$ cat config.mk
export PLATFORM = sky130hd
export DESIGN_NAME = ReturnPredictor
export DESIGN_NICKNAME = d
export VERILOG_FILES = /design/src/design/RetPkg.sv /design/src/design/RecoveryIf.sv /design/src/design/RetLocTable.sv /design/src/design/RetRecoveryQueue.sv /design/src/design/ReturnPredictor.sv /design/src/design/ReturnStack.sv
export VERILOG_INCLUDE_DIRS = /design/src /design/src/design
export SDC_FILE = /design/constraint.sdc
export NUM_CORES = 1
export LEC_CHECK = 0
export ABC_CLOCK_PERIOD_IN_PS = 9270
export BUFFER_PORTS_ARGS = -buffer_cell sky130_fd_sc_hd__buf_2
export CAP_MARGIN = 15
export CORE_ASPECT_RATIO = 0.8
export CORE_UTILIZATION = 30
export CTS_BUF_LIST = sky130_fd_sc_hd__clkbuf_2 sky130_fd_sc_hd__clkbuf_4 sky130_fd_sc_hd__clkbuf_8
export DETAILED_ROUTE_END_ITERATION = 12
export SYNTH_ARGS = -nofsm -noshare
export SYNTH_HDL_FRONTEND = slang
export SYNTH_SLANG_ARGS = --single-unit
$ cat constraint.sdc
create_clock -name clk -period 9.27 [get_ports clk]
set_clock_uncertainty 0.15 [all_clocks]
set_input_delay 2.3175 -clock clk [delete_from_list [all_inputs] [get_ports clk]]
set_output_delay 2.3175 -clock clk [all_outputs]
set_load 0.01 [all_outputs]
$ cat src/design/ret_consts.svh
`ifndef RET_CONSTS_SVH
`define RET_CONSTS_SVH

// return stack depth
`define RET_SIZE 8

// popped entries kept for mispredict recovery
`define RET_RQ_SIZE 4

// return location table, total entries, ways and tag width
`define RET_PRED_SIZE 16
`define RET_PRED_ASSOC 2
`define RET_PRED_TAG_LEN 8

// fetch block id and halfword offset inside a fetch block
`define FETCH_ID_W 5
`define FETCH_OFF_W 2

`endif

$ cat src/design/RetPkg.sv
`include "ret_consts.svh"

package RetPkg;

    // wrapping fetch block id, only ordered relative to some base
    typedef logic [`FETCH_ID_W-1:0] FetchID_t;

    typedef logic [$clog2(`RET_SIZE)-1:0] RetStackIdx_t;

    // slot in the recovery queue
    typedef logic [$clog2(`RET_RQ_SIZE)-1:0] RetRqIdx_t;

    // halfword position inside a fetch block
    typedef logic [`FETCH_OFF_W-1:0] FetchOff_t;

    // one popped stack entry, with the index it came from
    typedef struct packed {
        logic [30:0] addr;
        RetStackIdx_t idx;
        FetchID_t fetchId;
    } RetRecEntry;

    // fetch ids carry no extra wrap bit, so both sides are
    // measured as a distance from a common older base
    function automatic logic idBefore(FetchID_t id, FetchID_t lim, FetchID_t base);
        FetchID_t idOff;
        FetchID_t limOff;
        idOff = id - base;
        limOff = lim - base;
        return idOff < limOff;
    endfunction

endpackage

$ cat src/design/RecoveryIf.sv
`timescale 1ns/1ns

interface RecoveryIf import RetPkg::*; ();

    // entry popped by a fetch return, saved for a later rollback
    logic push;
    RetRecEntry pushEntry;

    // mispredict strobe and the fetch id it rolls back to
    logic misprStart;
    FetchID_t misprId;

    // entry written back into the stack in the same cycle
    logic restore;
    RetRecEntry restoreEntry;

    // high while the queue is walking back after a mispredict
    logic recovering;

    modport stack (
        output push, pushEntry, misprStart, misprId,
        input restore, restoreEntry, recovering
    );

    modport queue (
        input push, pushEntry, misprStart, misprId,
        output restore, restoreEntry, recovering
    );

endinterface

$ cat src/design/RetLocTable.sv
`timescale 1ns/1ns
`include "ret_consts.svh"

module RetLocTable import RetPkg::*; (
    input logic clk,
    input logic rst,
    input logic lookupValid,
    input logic [30:0] lookupPc,
    input logic touch,
    input logic updValid,
    input logic [30:0] updAddr,
    input logic updIsRet,
    input logic updCleanRet,
    input logic updCompr,
    output logic hit,
    output FetchOff_t hitOffs,
    output logic hitCompr
);
    localparam int SETS = `RET_PRED_SIZE / `RET_PRED_ASSOC;
    localparam int WAYS = `RET_PRED_ASSOC;
    localparam int SET_W = $clog2(SETS);
    localparam int WAY_W = (WAYS > 1) ? $clog2(WAYS) : 1;
    localparam int TAG_W = `RET_PRED_TAG_LEN;
    localparam int SHIFT = `FETCH_OFF_W;

    typedef struct packed {
        logic [TAG_W-1:0] tag;
        // offset of the second halfword for a 32 bit return, else the first
        FetchOff_t offs;
        logic compr;
        logic used;
        logic valid;
    } LocEntry_t;

    LocEntry_t locTable [SETS][WAYS];

    logic [SET_W-1:0] lookupSet;
    logic [TAG_W-1:0] lookupTag;
    logic [SET_W-1:0] updSet;
    logic [TAG_W-1:0] updTag;
    logic anyHit;
    logic [WAY_W-1:0] matchWay;
    logic insOk;
    logic [WAY_W-1:0] insWay;

    // set and way behind the registered hit
    logic [SET_W-1:0] hitSet;
    logic [WAY_W-1:0] hitWay;

    // index and tag are xor folds of the block address
    function automatic logic [SET_W-1:0] setOf(logic [30:0] pc);
        return pc[SHIFT +: SET_W] ^ pc[SHIFT + SET_W +: SET_W];
    endfunction

    function automatic logic [TAG_W-1:0] tagOf(logic [30:0] pc);
        return pc[SHIFT +: TAG_W] ^ pc[SHIFT + TAG_W +: TAG_W];
    endfunction

    always_comb begin
        lookupSet = setOf(lookupPc);
        lookupTag = tagOf(lookupPc);
        updSet = setOf(updAddr);
        updTag = tagOf(updAddr);

        // the return must not lie before the fetch entry point
        anyHit = 1'b0;
        matchWay = '0;
        for (int w = 0; w < WAYS; w++) begin
            if (locTable[lookupSet][w].valid && locTable[lookupSet][w].tag == lookupTag &&
                    locTable[lookupSet][w].offs >= lookupPc[SHIFT-1:0]) begin
                anyHit = 1'b1;
                matchWay = w[WAY_W-1:0];
            end
        end

        // victim is any unused or invalid way
        insOk = 1'b0;
        insWay = '0;
        for (int w = 0; w < WAYS; w++) begin
            if (!locTable[updSet][w].used || !locTable[updSet][w].valid) begin
                insOk = 1'b1;
                insWay = w[WAY_W-1:0];
            end
        end
    end

    always_ff @(posedge clk) begin
        if (rst) begin
            hit <= 1'b0;
            for (int s = 0; s < SETS; s++) begin
                for (int w = 0; w < WAYS; w++) begin
                    locTable[s][w].valid <= 1'b0;
                    locTable[s][w].used <= 1'b0;
                end
            end
        end else begin
            hit <= lookupValid && anyHit;

            // fetch actually took the predicted return
            if (touch && hit) begin
                locTable[hitSet][hitWay].used <= 1'b1;
            end

            if (updValid) begin
                if (updCleanRet) begin
                    for (int w = 0; w < WAYS; w++) begin
                        if (locTable[updSet][w].tag == updTag) begin
                            locTable[updSet][w].valid <= 1'b0;
                        end
                    end
                end else if (updIsRet) begin
                    if (insOk) begin
                        locTable[updSet][insWay] <= '{tag: updTag, offs: updAddr[SHIFT-1:0],
                                                      compr: updCompr, used: 1'b1,
                                                      valid: 1'b1};
                    end else begin
                        // all ways busy, age them so the next miss can insert
                        for (int w = 0; w < WAYS; w++) begin
                            locTable[updSet][w].used <= 1'b0;
                        end
                    end
                end
            end
        end
    end

    always_ff @(posedge clk) begin
        if (lookupValid) begin
            hitOffs <= locTable[lookupSet][matchWay].offs;
            hitCompr <= locTable[lookupSet][matchWay].compr;
            hitSet <= lookupSet;
            hitWay <= matchWay;
        end
    end

endmodule

$ cat src/design/RetRecoveryQueue.sv
`timescale 1ns/1ns
`include "ret_consts.svh"

module RetRecoveryQueue import RetPkg::*; (
    input logic clk,
    input logic rst,
    input FetchID_t comFetchId,
    RecoveryIf.queue rec
);
    localparam int DEPTH = `RET_RQ_SIZE;

    RetRecEntry entries [DEPTH];

    // head is the next free slot, the oldest entry sits count slots below it
    RetRqIdx_t head;
    logic [$clog2(DEPTH):0] count;
    RetRqIdx_t tail;
    RetRqIdx_t newest;
    logic empty;
    logic full;

    // last retired fetch id, the base for wrap-safe ordering
    FetchID_t lastCom;
    FetchID_t recId;
    FetchID_t recBase;

    logic commitStep;
    logic retire;

    always_comb begin
        tail = head - RetRqIdx_t'(count);
        newest = head - 1'b1;
        empty = (count == '0);
        full = (count == DEPTH);

        // commit only moves while fetch is running normally
        commitStep = !rec.recovering && !rec.misprStart && !rec.push &&
                     (comFetchId != lastCom);
        retire = commitStep && !empty && idBefore(entries[tail].fetchId, comFetchId, lastCom);

        // undo pops at or after the mispredicted fetch id, newest first
        rec.restore = rec.recovering && !rec.misprStart && !empty &&
                      !idBefore(entries[newest].fetchId, recId, recBase);
        rec.restoreEntry = entries[newest];
    end

    always_ff @(posedge clk) begin
        if (rst) begin
            head <= '0;
            count <= '0;
            lastCom <= '0;
            rec.recovering <= 1'b0;
        end else begin
            if (rec.misprStart) begin
                rec.recovering <= 1'b1;
            end else if (rec.recovering && !rec.restore) begin
                // queue drained or first older entry reached
                rec.recovering <= 1'b0;
            end

            if (rec.restore) begin
                head <= newest;
                count <= count - 1'b1;
            end else if (rec.push) begin
                head <= head + 1'b1;
                // when full the oldest slot is simply overwritten
                if (!full) begin
                    count <= count + 1'b1;
                end
            end else if (retire) begin
                count <= count - 1'b1;
            end

            // nothing older than comFetchId left, jump the base forward
            if (commitStep) begin
                lastCom <= retire ? entries[tail].fetchId : comFetchId;
            end
        end
    end

    always_ff @(posedge clk) begin
        if (rec.misprStart) begin
            recId <= rec.misprId;
            recBase <= lastCom;
        end
        if (rec.push) begin
            entries[head] <= rec.pushEntry;
        end
    end

endmodule

$ cat src/design/ReturnPredictor.sv
`timescale 1ns/1ns

module ReturnPredictor import RetPkg::*; (
    input logic clk,
    input logic rst,

    // fetch
    input logic fetchValid,
    input FetchID_t fetchId,
    input logic [30:0] fetchPc,
    input logic [30:0] lastPc,
    input logic brValid,
    input logic brIsCall,
    input logic brIsRet,
    input FetchOff_t brOffs,
    input logic [30:0] brDst,

    // commit and mispredict
    input FetchID_t comFetchId,
    input logic mispr,
    input RetStackIdx_t misprIdx,
    input FetchID_t misprFetchId,

    // decode updates
    input logic updValid,
    input logic updIsCall,
    input logic updIsRet,
    input logic updCleanRet,
    input logic updCompr,
    input RetStackIdx_t updIdx,
    input logic [30:0] updAddr,

    output logic stall,
    output logic [30:0] curRetAddr,
    output RetStackIdx_t curIdx,
    output logic predValid,
    output FetchOff_t predOffs,
    output logic predCompr
);
    logic touch;

    RecoveryIf recIf ();

    ReturnStack retStack (
        .clk(clk),
        .rst(rst),
        .fetchValid(fetchValid),
        .fetchId(fetchId),
        .lastPc(lastPc),
        .brValid(brValid),
        .brIsCall(brIsCall),
        .brIsRet(brIsRet),
        .brOffs(brOffs),
        .brDst(brDst),
        .mispr(mispr),
        .misprIdx(misprIdx),
        .misprFetchId(misprFetchId),
        .updValid(updValid),
        .updIsCall(updIsCall),
        .updIdx(updIdx),
        .updAddr(updAddr),
        .stall(stall),
        .curRetAddr(curRetAddr),
        .curIdx(curIdx),
        .touch(touch),
        .rec(recIf.stack)
    );

    RetRecoveryQueue recQueue (
        .clk(clk),
        .rst(rst),
        .comFetchId(comFetchId),
        .rec(recIf.queue)
    );

    // table predicts whether the fetch block holds a return
    RetLocTable locTable (
        .clk(clk),
        .rst(rst),
        .lookupValid(fetchValid),
        .lookupPc(fetchPc),
        .touch(touch),
        .updValid(updValid),
        .updAddr(updAddr),
        .updIsRet(updIsRet),
        .updCleanRet(updCleanRet),
        .updCompr(updCompr),
        .hit(predValid),
        .hitOffs(predOffs),
        .hitCompr(predCompr)
    );

endmodule

$ cat src/design/ReturnStack.sv
`timescale 1ns/1ns
`include "ret_consts.svh"

module ReturnStack import RetPkg::*; (
    input logic clk,
    input logic rst,

    // fetch side, the branch belongs to the block fetched last cycle
    input logic fetchValid,
    input FetchID_t fetchId,
    input logic [30:0] lastPc,
    input logic brValid,
    input logic brIsCall,
    input logic brIsRet,
    input FetchOff_t brOffs,
    input logic [30:0] brDst,

    // misprIdx is sampled in the cycle after mispr
    input logic mispr,
    input RetStackIdx_t misprIdx,
    input FetchID_t misprFetchId,

    // decode call fix
    input logic updValid,
    input logic updIsCall,
    input RetStackIdx_t updIdx,
    input logic [30:0] updAddr,

    output logic stall,
    output logic [30:0] curRetAddr,
    output RetStackIdx_t curIdx,
    output logic touch,

    RecoveryIf.stack rec
);
    localparam int DEPTH = `RET_SIZE;

    logic [30:0] stackMem [DEPTH];

    RetStackIdx_t idxReg;
    RetStackIdx_t idx;
    RetStackIdx_t fixIdx;
    logic lastValid;
    logic fwdIdx;
    logic callSeen;
    logic retSeen;
    logic [30:0] pushAddr;

    always_comb begin
        callSeen = lastValid && brValid && brIsCall;
        retSeen = lastValid && brValid && brIsRet && !brIsCall;

        // return lands on the halfword after the call
        pushAddr = {lastPc[30:`FETCH_OFF_W], brOffs} + 31'd1;
        fixIdx = updIdx + 1'b1;

        // old index only arrives a cycle after the mispredict
        idx = idxReg;
        if (fwdIdx) begin
            idx = misprIdx;
        end else if (callSeen) begin
            idx = idxReg + 1'b1;
        end else if (retSeen) begin
            idx = idxReg - 1'b1;
        end
    end

    always_ff @(posedge clk) begin
        if (rst) begin
            idxReg <= '0;
            lastValid <= 1'b0;
            fwdIdx <= 1'b0;
        end else begin
            fwdIdx <= mispr;
            lastValid <= fetchValid && !mispr;
            if (!mispr) begin
                idxReg <= idx;
            end
        end
    end

    // call pushes, decode fixes and restores, later ones win
    always_ff @(posedge clk) begin
        if (callSeen && !mispr) begin
            stackMem[idx] <= pushAddr;
        end
        if (updValid && updIsCall) begin
            stackMem[fixIdx] <= updAddr + 31'd1;
        end
        if (rec.restore) begin
            stackMem[rec.restoreEntry.idx] <= rec.restoreEntry.addr;
        end
    end

    always_ff @(posedge clk) begin
        if (fetchValid) begin
            curIdx <= idx;
            // the stack write of a call in this cycle is not visible yet
            curRetAddr <= callSeen ? pushAddr : stackMem[idx];
        end
    end

    // popped entry keeps the index it was read from
    assign rec.push = retSeen && !mispr;
    assign rec.pushEntry = '{addr: brDst, idx: idxReg, fetchId: fetchId};
    assign rec.misprStart = mispr;
    assign rec.misprId = misprFetchId;

    assign touch = rec.push;
    assign stall = rec.recovering;

endmodule

# Word-level counts from Yosys, hierarchy flattened
# Memory sizes are Yosys's and may differ from the RTL's.
# Cells that the tools add are included.
# Widths: inputs -> output; s select.
# word_totals
reg_bits,68
mem_bits_rw,612
wordCells,176
mem_count,3
# memory_table
memory,words,width,rd,rd_clocked_by_memory_dff,wr,line,rtl
retStack.stackMem,8,31,1,0,3,ReturnStack.sv:38,logic [30:0] stackMem [DEPTH];
locTable.locTable,8,26,2,0,8,RetLocTable.sv:35,LocEntry_t locTable [SETS][WAYS];
recQueue.entries,4,39,2,0,1,RetRecoveryQueue.sv:12,RetRecEntry entries [DEPTH];
# classes
addsub,14
n_lt_le_gt_ge,9
eq_ne,7
mux,71
n_bitwise,11
reduce_logical,45
# op_table
operator,count
$mux 26,6
$add 31x1->31 const B,2
$reduce_or 26->1,2
$mux 1,45
$eq 8x8->1,4
$mux 31,1
$mux 3,9
$demux 13 s1,2
$logic_and 1x1->1,25
$mux 5,4
$sub 5x5->5,4
$xor 8x8->8,2
$mux 13,1
$logic_not 1->1,11
$lt 5x5->1,2
$add 3x1->3 const B,3
$ge 2x2->1 const B,3
$mux 2,3
$not 1->2,3
$sub 3x1->3 const B,2
$xor 3x3->3,2
$ne 5x5->1,1
$ge 2x2->1,2
$lt 2x1->1 const B,2
other kinds (11),16

# Longest topological paths before layout
# An unclocked memory read counts as a cell.
# logic_depth
word_depth,15
ltp_mapped,23
ltp_nobuf,19

# By module
# A second synthesis with hierarchy kept.
# hier_totals
cells_unflattened,3118
hier_area_um2,36970.5
# modules_own_cells
module,instances,cells_per_inst,area_per_inst_um2
ReturnStack,1,2057,18641.6
RetLocTable,1,657,10727.8
RetRecoveryQueue,1,404,7601.0

# Worst setup path after synthesis
# OpenSTA, ideal clock, no wires.
# synth_path
kind,input to register
start,input brIsRet
end,"memory retStack.stackMem[2][0], enable pin"
setup_time_ns,0.528
arrival_time_ns,7.515
slack_ns,1.077
stages,7
path_buffers,2
path_cell_list,o211ai_1 xnor2_1 o21a_1 clkbuf_1 clkbuf_1 nand2_1 o311ai_0
# synth_lines
element,line,rtl
from (decl),ReturnPredictor.sv:14,"input logic brIsRet,"
to (decl),ReturnStack.sv:38,

==> impl_results.md <==
* CP max-delay cell: buf_4
* IO Port Bufs at 182
* Fin. max-slew vios at 0
* Routed Wire Length at 110000 um
* Worst-Margin Slew at 1.254 ns
* Nets at 3183
* Syn_area_per_cell at 12.55 um^2
* Post-CTS Setup Inserts at 0
* Ratio of cells with drive above 1 in the final layout at 21.66%
* Worst EP arrival at 6.17 ns
* Yosys warns at 0
* Die height at 307.2 um
* Top Ports at 198
* PwrDens at 183.2 nW/um^2
* # clock sinks at 680
* Class of the worst hold path: reg -> reg
* Root Buffer: clkbuf_8
* DR vias/cell at 5.280
* DR iter-0 viols at 2877
* Routability cong. at 0.8683
* Highest clock rate at 169.9 MHz
* Layout area overhead at 14.93%
* Critical path required time at 9.55 ns
* CTS tree: done
* Mapped cell area at 34930 um^2
* Relative slew slack at 16.39%
* Setup-failing EPs final at 0
* All-Layer GR Usage at 18.31%
* Fin crit period at 5.887 ns
* Cell count after synthesis at 2783
* Most common cell after layout, fill and taps aside: edfxtp_1
* CP Max Fanout at 63
* Vias after detailed routing at 24340
* Area of the core at 115000 um^2
* DRT antenna net count at 0
* Post-CTS sizing at 0
* Hold Vio Cnt, Final at 0
* Outcome: complete, but fails checks
* Largest net degree at the start of global routing at 64
* Primary FF master, synth: edfxtp_1
* CTS Buf Count at 116
* Setup CP Type: reg -> reg
* Syn nets at 2987
* Die width at 383.5 um
* EDFF count, synth at 647
* Initial antenna violation count at 41
* Vias in the first global route at 23530
* Placed instance area at 37750 um^2
* Detailed Place HPWL at 71250 um
* CP Cell Sequence: buf_4 -> mux4_2 -> inv_1 -> ha_1 -> inv_1 -> fa_1 -> a21o_1 -> a21oi_1 -> xnor2_1 -> xnor2_1 -> ha_1 -> a21oi_1 -> nor4_2 -> buf_4 -> nand3_2 -> buf_4 -> o311ai_2 -> buf_4
* H-tree levels at 3
* Die area at 117800 um^2
* 1st-pass router iterations at 9
* Async SR Flop Fraction at 0%
* Rows at 111
* CP Launch Type: flip-flop
* Max-cap violations at 0
* RSZ-0062 raised after global routing: no
* Commonest cells after routing, fill and taps aside: edfxtp_1 (647), nand2_1 (382), o21ai_0 (264)
* Grt ovf at 0
* Max IR drop VDD at 0.1064 mV
* Sequential area share after synthesis at 57.52%
* Clk Latency, worst-skew pair at 0.78 ns
* Critical Path Max Stage Delay at 0.63 ns
* Post-CTS Hold Buffers at 0
* Register bit total from synthesis at 680
* Crit end category: flip-flop
* Fin util at 34.91%
* DRC at 16
* Fin crit share at 63.51%
* Leak Pwr at 0.01382 uW
* Cell mode on critical path: buf_4
* Failing checks: DRC
* Worst-path clk slew at 0.06 ns
* Max clock buf depth at 3
* WL per Instance at 23.86 um
* Synth unique cells at 68
* Setup tns final at 0 ns
* Initial core utilization at 30.37%
* First-pass GRT wire length at 159000 um
* Design Area, Final at 40140 um^2
critical path: cells and delay by family (launching register included):
family | cells | cell delay [ns]
buf+inv | 6 | 2.00
compound gates | 4 | 1.22
fa+ha+maj | 3 | 0.80
mux | 1 | 0.60
flops | 1 | 0.33
xor+xnor | 2 | 0.29
simple gates | 2 | 0.15
state kept, by name, summed over array words and instances (netlist names):
register                 flops
retStack.stackMem          248
locTable.locTable          208
recQueue.entries           156
retStack.curRetAddr         31
recQueue.lastCom             5
recQueue.recBase             5
recQueue.recId               5
locTable.hitSet              3
recQueue.count               3
retStack.curIdx              3
retStack.idxReg              3
locTable.hitOffs             2
recQueue.head                2
locTable.hit                 1
locTable.hitCompr            1
locTable.hitWay              1
recQueue.rec.recovering      1
retStack.fwdIdx              1
retStack.lastValid           1
power breakdown:
group | internal [uW] | leakage (uW) | switching [uW]
clock network | 1500 | 0.00123 | 1290
registers | 3460 | 0.00617 | 28.5
logic | 428 | 0.00642 | 656
total | 5380 | 0.0138 | 1970
Yosys cell counts, types with 4 or more instances:
master | count | area, um^2
edfxtp_1 | 647 | 19430
a211oi_1 | 8 | 60.06
fa_1 | 4 | 80.08
buf_2 | 23 | 115.1
xnor2_1 | 78 | 683.2
mux2_2 | 12 | 135.1
and2_1 | 13 | 81.33
a21o_1 | 20 | 150.1
buf_4 | 8 | 60.06
nor2b_1 | 8 | 50.05
nand2b_1 | 6 | 37.54
ha_1 | 41 | 513.0
xor2_1 | 55 | 481.7
nand2_1 | 382 | 1434
nor2_1 | 245 | 919.6
a221oi_1 | 9 | 78.83
o22ai_1 | 14 | 87.58
buf_1 | 9 | 33.78
dfxtp_1 | 33 | 660.6
nand4_1 | 17 | 106.4
a22o_1 | 8 | 70.07
and3_1 | 17 | 106.4
a21oi_1 | 230 | 1151
nor4_1 | 5 | 31.28
nor3_1 | 26 | 130.1
and4_1 | 7 | 61.31
nand3_1 | 42 | 210.2
clkbuf_1 | 130 | 488.0
mux4_2 | 153 | 3446
a31oi_1 | 5 | 31.28
a22oi_1 | 26 | 195.2
o21ai_0 | 264 | 1321
mux4_1 | 24 | 630.6
mux2i_1 | 102 | 1021
o211ai_1 | 13 | 97.59
o311ai_0 | 4 | 35.03
o21ai_1 | 12 | 60.06
inv_1 | 36 | 135.1
area by class of cell:
class | count | area (um^2)
Tap cell | 1525 | 1908
Sequential cell | 680 | 20090
Fill cell | 11190 | 74850
Clock inverter | 62 | 475.5
Antenna cell | 11 | 27.53
Multi-Input combinational cell | 1891 | 14180
Inverter | 38 | 142.6
Timing Repair Buffer | 252 | 1436
Clock buffer | 152 | 1886
final timing paths:
kind	startpoint	slack, ns	cells past startpoint	end
max reg2reg	recQueue.head[0]	3.38	18	retStack.stackMem[7][10]
max	recQueue.head[0]	3.38	18	retStack.stackMem[7][10]
min reg2reg	recQueue.lastCom[2]	0.32	0	recQueue.recBase[2]
min	recQueue.lastCom[2]	0.32	0	recQueue.recBase[2]
kinds of logic after synthesis:
| family | count (synthesis) | share of synthesized area [%] |
|---|---|---|
| buffers and inverters | 212 | 2.543 |
| AO/OA/AOI/OAI | 623 | 9.819 |
| AND/OR/NAND/NOR | 794 | 9.779 |
| XOR/XNOR | 138 | 3.665 |
| multiplexers | 291 | 14.98 |
| flip-flops | 680 | 57.52 |
| adder cells (fa/ha/maj) | 45 | 1.698 |
per-layer routing:
layer	global-route usage (%)	wire (um)	up-vias
li1	-	-	10970
met1	24.82	45030	11900
met2	27.78	48520	1203
met3	4.872	12290	238
met4	7.255	3926	40
met5	0	237	-
metrics by stage:
| step | power (uW) | worst slack [ns] | hold slack (ns) | cells |
|---|---|---|---|---|
| 2_1_floorplan | 4262 | 1.077 | 0.2808 | 2783 |
| 3_3_place_gp | 4611 | 2.921 | 0.3083 | 4386 |
| 6_report | 7353 | 3.383 | 0.3211 | 4611 |
| 3_5_place_dp | 4625 | 2.873 | 0.3132 | 4386 |
| 4_1_cts | 7409 | 3.291 | 0.3293 | 4600 |
| 5_1_grt | 7632 | 2.954 | 0.3467 | 4603 |
Power figures use the tool's default switching activity.
